<file path="src/cache_pkg.sv">
/* Geometry and element types of the single-line instruction and data caches.
   Fetch addresses count nibbles, data addresses count bytes. */
package cache_pkg;

    // ========================================
    // Line geometry
    // ========================================
    localparam int LINE_BYTES = 4;

    typedef logic [LINE_BYTES*8-1:0] line_t;

    // ========================================
    // Elements and CPU addresses
    // ========================================
    typedef logic [3:0]  nibble_t;
    typedef logic [7:0]  byte_t;
    typedef logic [15:0] if_addr_t;
    typedef logic [14:0] dm_addr_t;

    // Offset of an element inside one line
    localparam int IC_OFS_W = 3;
    localparam int DC_OFS_W = 2;

    // Tags are what is left of the address above the offset
    localparam int IC_TAG_W = $bits(if_addr_t) - IC_OFS_W;
    localparam int DC_TAG_W = $bits(dm_addr_t) - DC_OFS_W;

    typedef logic [IC_TAG_W-1:0] ic_tag_t;
    typedef logic [DC_TAG_W-1:0] dc_tag_t;

    // Code returned when no fetch completes
    localparam nibble_t CODE_NOP = 4'hf;

endpackage

</file>
<file path="src/bus_pkg.sv">
/* External byte bus shared by both caches.
   Lower half of the address space holds code, upper half holds data. */
package bus_pkg;

    // ========================================
    // Bus widths
    // ========================================
    typedef logic [15:0] bus_addr_t;
    typedef logic [7:0]  bus_data_t;

    // Address bit that selects the data half
    localparam int REGION_DATA = 15;

    // ========================================
    // Bursts
    // ========================================
    // One beat per byte of a cache line
    localparam int BURST_LEN = 4;

    typedef logic [1:0] beat_t;

endpackage

</file>
<file path="src/cache_line.sv">
/* One direct-mapped line with valid bit, tag and data.
   Load and merge must not be requested in the same cycle, and a merge needs a valid line. */
`timescale 1ns/10ps

module cache_line
#(
    parameter type elem_t = cache_pkg::byte_t,
    parameter type tag_t  = cache_pkg::dc_tag_t,
    localparam int ELEM_W = $bits(elem_t),
    localparam int ELEMS  = $bits(cache_pkg::line_t) / ELEM_W,
    localparam int OFS_W  = $clog2(ELEMS)
)
(
    input  logic              CLK,
    input  logic              RES,
    input  tag_t              req_tag,
    output logic              hit,
    output logic              valid,
    output tag_t              tag,
    input  logic [OFS_W-1:0]  offset,
    input  logic              load,
    input  tag_t              load_tag,
    input  cache_pkg::line_t  load_line,
    input  logic              merge,
    input  elem_t             merge_elem,
    output cache_pkg::line_t  line,
    output elem_t             elem
);

logic             valid_q;
tag_t             tag_q;
cache_pkg::line_t data_q;

// Valid and tag change only on a refill
always_ff @(posedge CLK, posedge RES)
begin
    if (RES)
    begin
        valid_q <= 1'b0;
        tag_q   <= '0;
    end
    else if (load)
    begin
        valid_q <= 1'b1;
        tag_q   <= load_tag;
    end
end

// Whole line on refill, one element on a write
always_ff @(posedge CLK)
begin
    if (load)
        data_q <= load_line;
    else if (merge)
        data_q[offset*ELEM_W +: ELEM_W] <= merge_elem;
end

assign hit   = valid_q & (tag_q == req_tag);
assign valid = valid_q;
assign tag   = tag_q;
assign line  = data_q;
assign elem  = data_q[offset*ELEM_W +: ELEM_W];

a_merge_valid : assert property (@(posedge CLK) disable iff (RES) merge |-> valid_q);
a_no_clash    : assert property (@(posedge CLK) disable iff (RES) !(load && merge));

endmodule

</file>
<file path="src/icache_ctrl.sv">
/* Instruction fetch port, one request outstanding at a time.
   IF_CODE holds the NOP code outside the IF_RDY cycle. */
`timescale 1ns/10ps

module icache_ctrl
(
    input  logic                CLK,
    input  logic                RES,
    input  logic                IF_REQ,
    input  cache_pkg::if_addr_t IF_ADDR,
    output cache_pkg::nibble_t  IF_CODE,
    output logic                IF_RDY,
    output logic                ic_fill_req,
    output bus_pkg::bus_addr_t  ic_fill_addr,
    input  logic                ic_fill_done,
    input  cache_pkg::line_t    fill_line
);

typedef enum logic [1:0] {IC_IDLE, IC_HIT, IC_WAIT} state_t;

state_t              state;
logic                hit;
logic                accept;
cache_pkg::if_addr_t addr_q;
cache_pkg::nibble_t  elem;

assign accept = (state == IC_IDLE) & IF_REQ;

always_ff @(posedge CLK, posedge RES)
begin
    if (RES)
        state <= IC_IDLE;
    else
    begin
        case (state)
            IC_IDLE : if (IF_REQ) state <= hit ? IC_HIT : IC_WAIT;
            IC_HIT  : state <= IC_IDLE;
            IC_WAIT : if (ic_fill_done) state <= IC_HIT;
            default : state <= IC_IDLE;
        endcase
    end
end

always_ff @(posedge CLK)
begin
    if (accept)
        addr_q <= IF_ADDR;
end

cache_line #(.elem_t(cache_pkg::nibble_t), .tag_t(cache_pkg::ic_tag_t)) u_line
(
    .CLK        (CLK),
    .RES        (RES),
    .req_tag    (IF_ADDR[15:cache_pkg::IC_OFS_W]),
    .hit        (hit),
    .valid      (),
    .tag        (),
    .offset     (addr_q[cache_pkg::IC_OFS_W-1:0]),
    .load       (ic_fill_done),
    .load_tag   (addr_q[15:cache_pkg::IC_OFS_W]),
    .load_line  (fill_line),
    .merge      (1'b0),
    .merge_elem ('0),
    .line       (),
    .elem       (elem)
);

// Two codes per bus byte, code region in the lower half
assign ic_fill_req  = (state == IC_WAIT);
assign ic_fill_addr = {1'b0, addr_q[15:cache_pkg::IC_OFS_W], 2'b00};

assign IF_RDY  = (state == IC_HIT);
assign IF_CODE = IF_RDY ? elem : cache_pkg::CODE_NOP;

endmodule

</file>
<file path="src/dcache_ctrl.sv">
/* Write-allocate, write-back data port with one request outstanding.
   A valid line is always written back on replacement since there is no dirty bit. */
`timescale 1ns/10ps

module dcache_ctrl
(
    input  logic                CLK,
    input  logic                RES,
    input  logic                DM_REQ,
    input  logic                DM_WRITE,
    input  cache_pkg::dm_addr_t DM_ADDR,
    input  cache_pkg::byte_t    DM_WDATA,
    output cache_pkg::byte_t    DM_RDATA,
    output logic                DM_RDY,
    output logic                dc_fill_req,
    output bus_pkg::bus_addr_t  dc_fill_addr,
    output logic                dc_wb_req,
    output bus_pkg::bus_addr_t  dc_wb_addr,
    output cache_pkg::line_t    dc_wb_line,
    input  logic                dc_fill_done,
    input  cache_pkg::line_t    fill_line
);

typedef enum logic [1:0] {DC_IDLE, DC_HIT, DC_WAIT, DC_FILL} state_t;

state_t                               state;
logic                                 accept;
logic                                 hit;
logic                                 valid;
logic                                 merge;
logic                                 wb_q;
cache_pkg::dm_addr_t                  addr_q;
logic                                 wr_q;
cache_pkg::byte_t                     wdata_q;
cache_pkg::dc_tag_t                   line_tag;
logic [cache_pkg::DC_OFS_W-1:0]       offset;
cache_pkg::byte_t                     merge_elem;
cache_pkg::byte_t                     elem;

assign accept = (state == DC_IDLE) & DM_REQ;

// ========================================
// Control
// ========================================
always_ff @(posedge CLK, posedge RES)
begin
    if (RES)
    begin
        state <= DC_IDLE;
        wb_q  <= 1'b0;
    end
    else
    begin
        case (state)
            DC_IDLE :
                if (DM_REQ)
                begin
                    state <= hit ? DC_HIT : DC_WAIT;
                    // Old line goes out first if it holds anything
                    wb_q  <= ~hit & valid;
                end
            DC_HIT  : state <= DC_IDLE;
            DC_WAIT :
                if (dc_fill_done)
                begin
                    state <= DC_FILL;
                    wb_q  <= 1'b0;
                end
            DC_FILL : state <= DC_IDLE;
            default : state <= DC_IDLE;
        endcase
    end
end

// Captured request
always_ff @(posedge CLK)
begin
    if (accept)
    begin
        addr_q  <= DM_ADDR;
        wr_q    <= DM_WRITE;
        wdata_q <= DM_WDATA;
    end
end

// ========================================
// Line store
// ========================================
// Write hit merges on acceptance, write miss after the refill
assign offset     = (state == DC_IDLE) ? DM_ADDR[cache_pkg::DC_OFS_W-1:0]
                                       : addr_q[cache_pkg::DC_OFS_W-1:0];
assign merge_elem = (state == DC_IDLE) ? DM_WDATA : wdata_q;
assign merge      = (accept & DM_WRITE & hit) | ((state == DC_FILL) & wr_q);

cache_line #(.elem_t(cache_pkg::byte_t), .tag_t(cache_pkg::dc_tag_t)) u_line
(
    .CLK        (CLK),
    .RES        (RES),
    .req_tag    (DM_ADDR[14:cache_pkg::DC_OFS_W]),
    .hit        (hit),
    .valid      (valid),
    .tag        (line_tag),
    .offset     (offset),
    .load       (dc_fill_done),
    .load_tag   (addr_q[14:cache_pkg::DC_OFS_W]),
    .load_line  (fill_line),
    .merge      (merge),
    .merge_elem (merge_elem),
    .line       (dc_wb_line),
    .elem       (elem)
);

// ========================================
// Sequencer requests
// ========================================
assign dc_fill_req = (state == DC_WAIT);
assign dc_wb_req   = (state == DC_WAIT) & wb_q;

// Line bases in the data half of the bus
always_comb
begin
    dc_fill_addr = {1'b0, addr_q[14:cache_pkg::DC_OFS_W], 2'b00};
    dc_wb_addr   = {1'b0, line_tag, 2'b00};
    dc_fill_addr[bus_pkg::REGION_DATA] = 1'b1;
    dc_wb_addr[bus_pkg::REGION_DATA]   = 1'b1;
end

assign DM_RDY   = (state == DC_HIT) | (state == DC_FILL);
assign DM_RDATA = (DM_RDY & ~wr_q) ? elem : '0;

endmodule

</file>
<file path="src/bus_sequencer.sv">
/* Runs one cache transaction at a time on the pipelined byte bus, data side first.
   Controller requests and addresses must stay stable until their done pulse. */
`timescale 1ns/10ps

module bus_sequencer
(
    input  logic               CLK,
    input  logic               RES,
    input  logic               ic_fill_req,
    input  bus_pkg::bus_addr_t ic_fill_addr,
    output logic               ic_fill_done,
    input  logic               dc_fill_req,
    input  bus_pkg::bus_addr_t dc_fill_addr,
    input  logic               dc_wb_req,
    input  bus_pkg::bus_addr_t dc_wb_addr,
    input  cache_pkg::line_t   dc_wb_line,
    output logic               dc_fill_done,
    output cache_pkg::line_t   fill_line,
    output logic               BUS_REQ,
    output logic               BUS_WRITE,
    output bus_pkg::bus_addr_t BUS_ADDR,
    output bus_pkg::bus_data_t BUS_WDATA,
    input  bus_pkg::bus_data_t BUS_RDATA,
    input  logic               BUS_RDY
);

logic               busy;
logic               own_dc;
logic               wb_q;
logic [3:0]         a_cnt;
logic [3:0]         d_cnt;
logic [3:0]         n_beats;
logic               d_vld;
logic               a_act;
logic               a_wr;
logic               d_wr;
logic               last_beat;
bus_pkg::beat_t     a_beat;
bus_pkg::beat_t     d_beat;
bus_pkg::bus_addr_t base;
logic [23:0]        rd_q;

// ========================================
// Beat bookkeeping
// ========================================
// Write-back beats come first, then the fill
assign n_beats   = wb_q ? 4'(2 * bus_pkg::BURST_LEN) : 4'(bus_pkg::BURST_LEN);
assign a_act     = busy & (a_cnt != n_beats);
assign a_beat    = a_cnt[1:0];
assign d_beat    = d_cnt[1:0];
assign a_wr      = wb_q & ~a_cnt[2];
assign d_wr      = wb_q & ~d_cnt[2];
assign last_beat = d_vld & (d_cnt == n_beats - 4'd1);

always_ff @(posedge CLK, posedge RES)
begin
    if (RES)
    begin
        busy   <= 1'b0;
        own_dc <= 1'b0;
        wb_q   <= 1'b0;
        a_cnt  <= 4'd0;
        d_cnt  <= 4'd0;
        d_vld  <= 1'b0;
    end
    else if (~busy)
    begin
        // Arbitrate only while idle
        if (dc_fill_req | ic_fill_req)
        begin
            busy   <= 1'b1;
            own_dc <= dc_fill_req;
            wb_q   <= dc_fill_req & dc_wb_req;
            a_cnt  <= 4'd0;
        end
    end
    else if (BUS_RDY)
    begin
        if (a_act)
            a_cnt <= a_cnt + 4'd1;
        // Address phase just taken becomes the data phase
        d_vld <= a_act;
        d_cnt <= a_cnt;
        if (last_beat)
            busy <= 1'b0;
    end
end

// ========================================
// Address phase
// ========================================
always_comb
begin
    if (own_dc)
        base = a_wr ? dc_wb_addr : dc_fill_addr;
    else
        base = ic_fill_addr;
end

assign BUS_REQ   = a_act;
assign BUS_WRITE = a_act & a_wr;
assign BUS_ADDR  = a_act ? {base[15:2], a_beat} : '0;

// ========================================
// Data phase
// ========================================
// Old line leaves one byte per beat, lowest byte first
assign BUS_WDATA = (d_vld & d_wr) ? dc_wb_line[d_beat*8 +: 8] : '0;

// First three read bytes wait here, the last comes straight from the bus
always_ff @(posedge CLK)
begin
    if (BUS_RDY & d_vld & ~d_wr)
    begin
        case (d_beat)
            2'd0    : rd_q[7:0]   <= BUS_RDATA;
            2'd1    : rd_q[15:8]  <= BUS_RDATA;
            2'd2    : rd_q[23:16] <= BUS_RDATA;
            default : ;
        endcase
    end
end

assign fill_line    = {BUS_RDATA, rd_q};
assign ic_fill_done = BUS_RDY & last_beat & ~own_dc;
assign dc_fill_done = BUS_RDY & last_beat &  own_dc;

// Bus holds everything while the slave inserts wait states
a_bus_hold : assert property (@(posedge CLK) disable iff (RES)
    (BUS_REQ && !BUS_RDY) |=>
        (BUS_REQ && $stable(BUS_WRITE) && $stable(BUS_ADDR) && $stable(BUS_WDATA)));

endmodule

</file>
<file path="src/cache_top.sv">
/* Memory front end with one-line instruction and data caches on one external bus.
   Each CPU port keeps a single request outstanding. */
`timescale 1ns/10ps

module cache_top
(
    input  logic                CLK,
    input  logic                RES,
    // Fetch port
    input  logic                IF_REQ,
    input  cache_pkg::if_addr_t IF_ADDR,
    output cache_pkg::nibble_t  IF_CODE,
    output logic                IF_RDY,
    // Data port
    input  logic                DM_REQ,
    input  logic                DM_WRITE,
    input  cache_pkg::dm_addr_t DM_ADDR,
    input  cache_pkg::byte_t    DM_WDATA,
    output cache_pkg::byte_t    DM_RDATA,
    output logic                DM_RDY,
    // External bus
    output logic                BUS_REQ,
    output logic                BUS_WRITE,
    output bus_pkg::bus_addr_t  BUS_ADDR,
    output bus_pkg::bus_data_t  BUS_WDATA,
    input  bus_pkg::bus_data_t  BUS_RDATA,
    input  logic                BUS_RDY
);

logic               ic_fill_req;
bus_pkg::bus_addr_t ic_fill_addr;
logic               ic_fill_done;
logic               dc_fill_req;
bus_pkg::bus_addr_t dc_fill_addr;
logic               dc_wb_req;
bus_pkg::bus_addr_t dc_wb_addr;
cache_pkg::line_t   dc_wb_line;
logic               dc_fill_done;
cache_pkg::line_t   fill_line;

icache_ctrl u_icache
(
    .CLK          (CLK),
    .RES          (RES),
    .IF_REQ       (IF_REQ),
    .IF_ADDR      (IF_ADDR),
    .IF_CODE      (IF_CODE),
    .IF_RDY       (IF_RDY),
    .ic_fill_req  (ic_fill_req),
    .ic_fill_addr (ic_fill_addr),
    .ic_fill_done (ic_fill_done),
    .fill_line    (fill_line)
);

dcache_ctrl u_dcache
(
    .CLK          (CLK),
    .RES          (RES),
    .DM_REQ       (DM_REQ),
    .DM_WRITE     (DM_WRITE),
    .DM_ADDR      (DM_ADDR),
    .DM_WDATA     (DM_WDATA),
    .DM_RDATA     (DM_RDATA),
    .DM_RDY       (DM_RDY),
    .dc_fill_req  (dc_fill_req),
    .dc_fill_addr (dc_fill_addr),
    .dc_wb_req    (dc_wb_req),
    .dc_wb_addr   (dc_wb_addr),
    .dc_wb_line   (dc_wb_line),
    .dc_fill_done (dc_fill_done),
    .fill_line    (fill_line)
);

bus_sequencer u_seq
(
    .CLK          (CLK),
    .RES          (RES),
    .ic_fill_req  (ic_fill_req),
    .ic_fill_addr (ic_fill_addr),
    .ic_fill_done (ic_fill_done),
    .dc_fill_req  (dc_fill_req),
    .dc_fill_addr (dc_fill_addr),
    .dc_wb_req    (dc_wb_req),
    .dc_wb_addr   (dc_wb_addr),
    .dc_wb_line   (dc_wb_line),
    .dc_fill_done (dc_fill_done),
    .fill_line    (fill_line),
    .BUS_REQ      (BUS_REQ),
    .BUS_WRITE    (BUS_WRITE),
    .BUS_ADDR     (BUS_ADDR),
    .BUS_WDATA    (BUS_WDATA),
    .BUS_RDATA    (BUS_RDATA),
    .BUS_RDY      (BUS_RDY)
);

endmodule

</file>
<file path="config.mk">
export PLATFORM = sky130hd
export DESIGN_NAME = cache_top
export DESIGN_NICKNAME = d
export VERILOG_FILES = /design/src/cache_pkg.sv /design/src/bus_pkg.sv /design/src/cache_line.sv /design/src/icache_ctrl.sv /design/src/dcache_ctrl.sv /design/src/bus_sequencer.sv /design/src/cache_top.sv
export SDC_FILE = /design/constraint.sdc
export NUM_CORES = 1
export LEC_CHECK = 0
export BUFFER_PORTS_ARGS = -buffer_cell sky130_fd_sc_hd__clkbuf_2
export CORE_MARGIN = 4
export CORE_UTILIZATION = 59
export CTS_CLUSTER_DIAMETER = 30
export DETAILED_ROUTE_END_ITERATION = 12
export PLACE_DENSITY_LB_ADDON = 0.12
export SYNTH_ARGS = -nofsm -noshare
export SYNTH_HDL_FRONTEND = slang
export SYNTH_HIERARCHICAL = 1
export SYNTH_SLANG_ARGS = --single-unit
</file>
<file path="constraint.sdc">
create_clock -name CLK -period 2.5 [get_ports CLK]
set_input_delay 0.125 -clock CLK [delete_from_list [all_inputs] [get_ports CLK]]
set_output_delay 0.125 -clock CLK [all_outputs]
set_load 0.02 [all_outputs]
</file>
==> results.txt <==
status: finished clean
Clock Power Share: 0.323
clk sink count: 173
Core Footprint: 0.0146 mm2
Area Growth Syn to Fin: 17.2%
H-tree depth: 4
wire length of the first global-routing pass: 32,600 um
pwr dens: 758 mW/mm2
number of max-cap violations: 0
fin crit period: 2.41 ns
Critical R2R Capture: u_dcache/u_line/line[2]
crit path launch type: flop
DIE WIDTH: 131 um
clock buffer depth: 2
Via density: 6.01
Syn Inst Count: 652
initial antenna violation count: 1
slowest stage delay, CP: 0.47 ns
gr ovfl total: 0
Rel. slew slack: 0.457
Final nets: 847
Vias: 5,863
arrival time at the worst endpoint: 2.28 ns
Final period util: 0.963
post-DP HPWL: 15,000 um
YS warnings: 6
Bufs and invs on worst path: 1
1st-iter DRT viols: 457
largest net degree at the start of global routing: 61
Clock Tree Root: clkbuf_16
share of layout cells above drive strength 1: 0.266
hold crit path type: in -> reg
R2R setup slack: 0.12 ns
cell family with most CP delay: multiplexers
Fillers: 1,002
io pins: 93
antenna-violating nets left: 0
worst slew pin tran: 0.814 ns
combinational share of power: 0.214
hold path endpoint: u_seq/rd_q[5]
Initial Util: 0.606
switching part of the total: 0.304
Worst-path clk slew: 0.07 ns
Netlist Area Pre-Place: 0.00887 mm2
CP required: 2.38 ns
DR DRC count: 0
GPL Wtd Cong: 0.919
Hold Slack: 0.0379 ns
IO buf count: 92
multi-input logic area: 0.00348 mm2
post-synthesis area per instance: 13.6 um2
Setup Crit Path Kind: reg -> out
FF-to-FF path depth: 6
vias in the first global route: 6,040
worst-skew pair later-pin latency: 0.42 ns
met2 GRT Util: 0.434
Psw: 2.39 mW
Die H: 131 um
met3 Use GR: 0.0577
Rows: 44
Tot GR Track Use: 0.258
grt peak-use layer: met2
die area: 0.0171 mm2
Max VDD drop: 0.000582 V
crit-path cells: nor2_4 -> mux2_2 -> mux4_1 -> and2_1 -> clkbuf_2
Worst Setup End Kind: primary output
total iterations of the first detailed-routing run: 5
FF+latch area: 0.00497 mm2
GRT met1 Usage: 0.321
FF-to-FF Start: u_dcache/state[1]
static leakage: 4.24 nW
fin. max-slew vios: 0
Worst Hold Launch: BUS_RDATA[5]
final setup fails: 0
CTS tree: yes
CP max stage cell: dfrtp_2
n_diodes: 0
Min-Delay Path Depth: 1
fin util: 0.710
final hold viol count: 0
Worst Path Max Fanout: 8
Pint: 5.49 mW
routed wire length per instance: 21.7 um
final WL: 21,200 um
cts bufs inserted: 17
Fmax achieved: 415 MHz
Worst Skew: 0.0129 ns
RSZ-0062 raised after global routing: true
Flop pwr share: 0.462
-- layer usage --
metal  vias to the layer above  share of wire
li1                       2664              -
met1                      2878           0.40
met2                       267           0.50
met3                        52          0.064
met4                         2          0.036
met5                         -        0.00061
-- timing repair --
item                                   in CTS  in global routing
buffers inserted                            0                  2
hold buffers                               42                  0
setup endpoints to repair                   0                 13
gates resized for setup                     0                  3
endpoints found under the hold margin      87                  0
-- area by class of cell --
cell class	instances	share of cell area
Clock inverter	14	0.0134
Timing Repair Buffer	155	0.102
Inverter	21	0.00758
Sequential cell	173	0.478
Clock buffer	18	0.0413
Multi-Input combinational cell	411	0.335
Tap cell	184	0.0222
-- registers in the layout (all words and copies together) (netlist names) --
signal	count
u_seq/d_cnt	4
u_dcache/wr_q	1
u_icache/state	2
u_dcache/wb_q	1
u_seq/a_cnt	4
u_dcache/state	2
u_icache/addr_q	16
u_dcache/addr_q	15
u_dcache/wdata_q	8
u_icache/u_line/tag	13
u_dcache/u_line/line	32
u_icache/u_line/line	32
u_dcache/u_line/valid	1
u_dcache/u_line/tag	13
u_seq/rd_q	24
u_seq/busy	1
u_seq/own_dc	1
u_icache/u_line/valid	1
u_seq/d_vld	1
u_seq/wb_q	1
-- worst max path at each step --
stage | start | end | slack [ns] | cells after the start
6_report | u_dcache/state[1] | DM_RDATA[3] | 0.09 | 5
5_1_grt | u_seq/a_cnt[0] | BUS_ADDR[7] | -0.05 | 7
4_1_cts | u_dcache/state[1] | DM_RDATA[4] | 0.08 | 5
3_5_place_dp | u_dcache/state[1] | u_dcache/u_line/line[3] | 0.21 | 6
3_3_place_gp | u_dcache/state[1] | u_dcache/u_line/line[18] | 0.32 | 6
2_1_floorplan | u_dcache/state[0] | u_dcache/u_line/line[23] | 0.20 | 9
-- cell usage in the layout (no fill, tap or decap), drive strengths merged, types with 4 or more instances in the layout --
cell           n
a211oi        14
inv           31
and2          12
ha            15
buf           21
nand2         47
and3          12
nor3           4
a22o          48
mux4          24
nor4           5
nand3          4
dfrtp         45
nand4          9
dlygate4sd3   42
nor2          28
a21o          13
clkbuf       110
o21ai         24
mux2i         16
nand2b         6
mux2          38
conb          25
edfxtp       128
nor2b          6
xnor2         26
-- power groups by stage --
| stage | registers [mW] | logic [mW] | clock network (mW) |
|---|---|---|---|
| after floorplan | 3.62 | 1.19 | 0 |
| after global placement | 3.69 | 1.54 | 0 |
| after detailed placement | 3.71 | 1.59 | 0 |
| after CTS | 3.65 | 1.65 | 2.59 |
| after global routing | 3.68 | 1.85 | 2.71 |
| final | 3.64 | 1.69 | 2.55 |
-- through the flow --
| stage | power, mW | TNS, ns | worst slack, ns | instances | instance area (um2) |
|---|---|---|---|---|---|
| floorplan | 4.81 | 0 | 0.199 | 675 | 8950 |
| global placement | 5.24 | 0 | 0.318 | 899 | 9350 |
| detailed placement | 5.30 | 0 | 0.210 | 899 | 9350 |
| CTS | 7.89 | 0 | 0.0812 | 973 | 10300 |
| global route | 8.24 | -0.148 | -0.0462 | 976 | 10400 |
| finish | 7.88 | 0 | 0.0921 | 976 | 10400 |
Power figures use the tool's default switching activity.
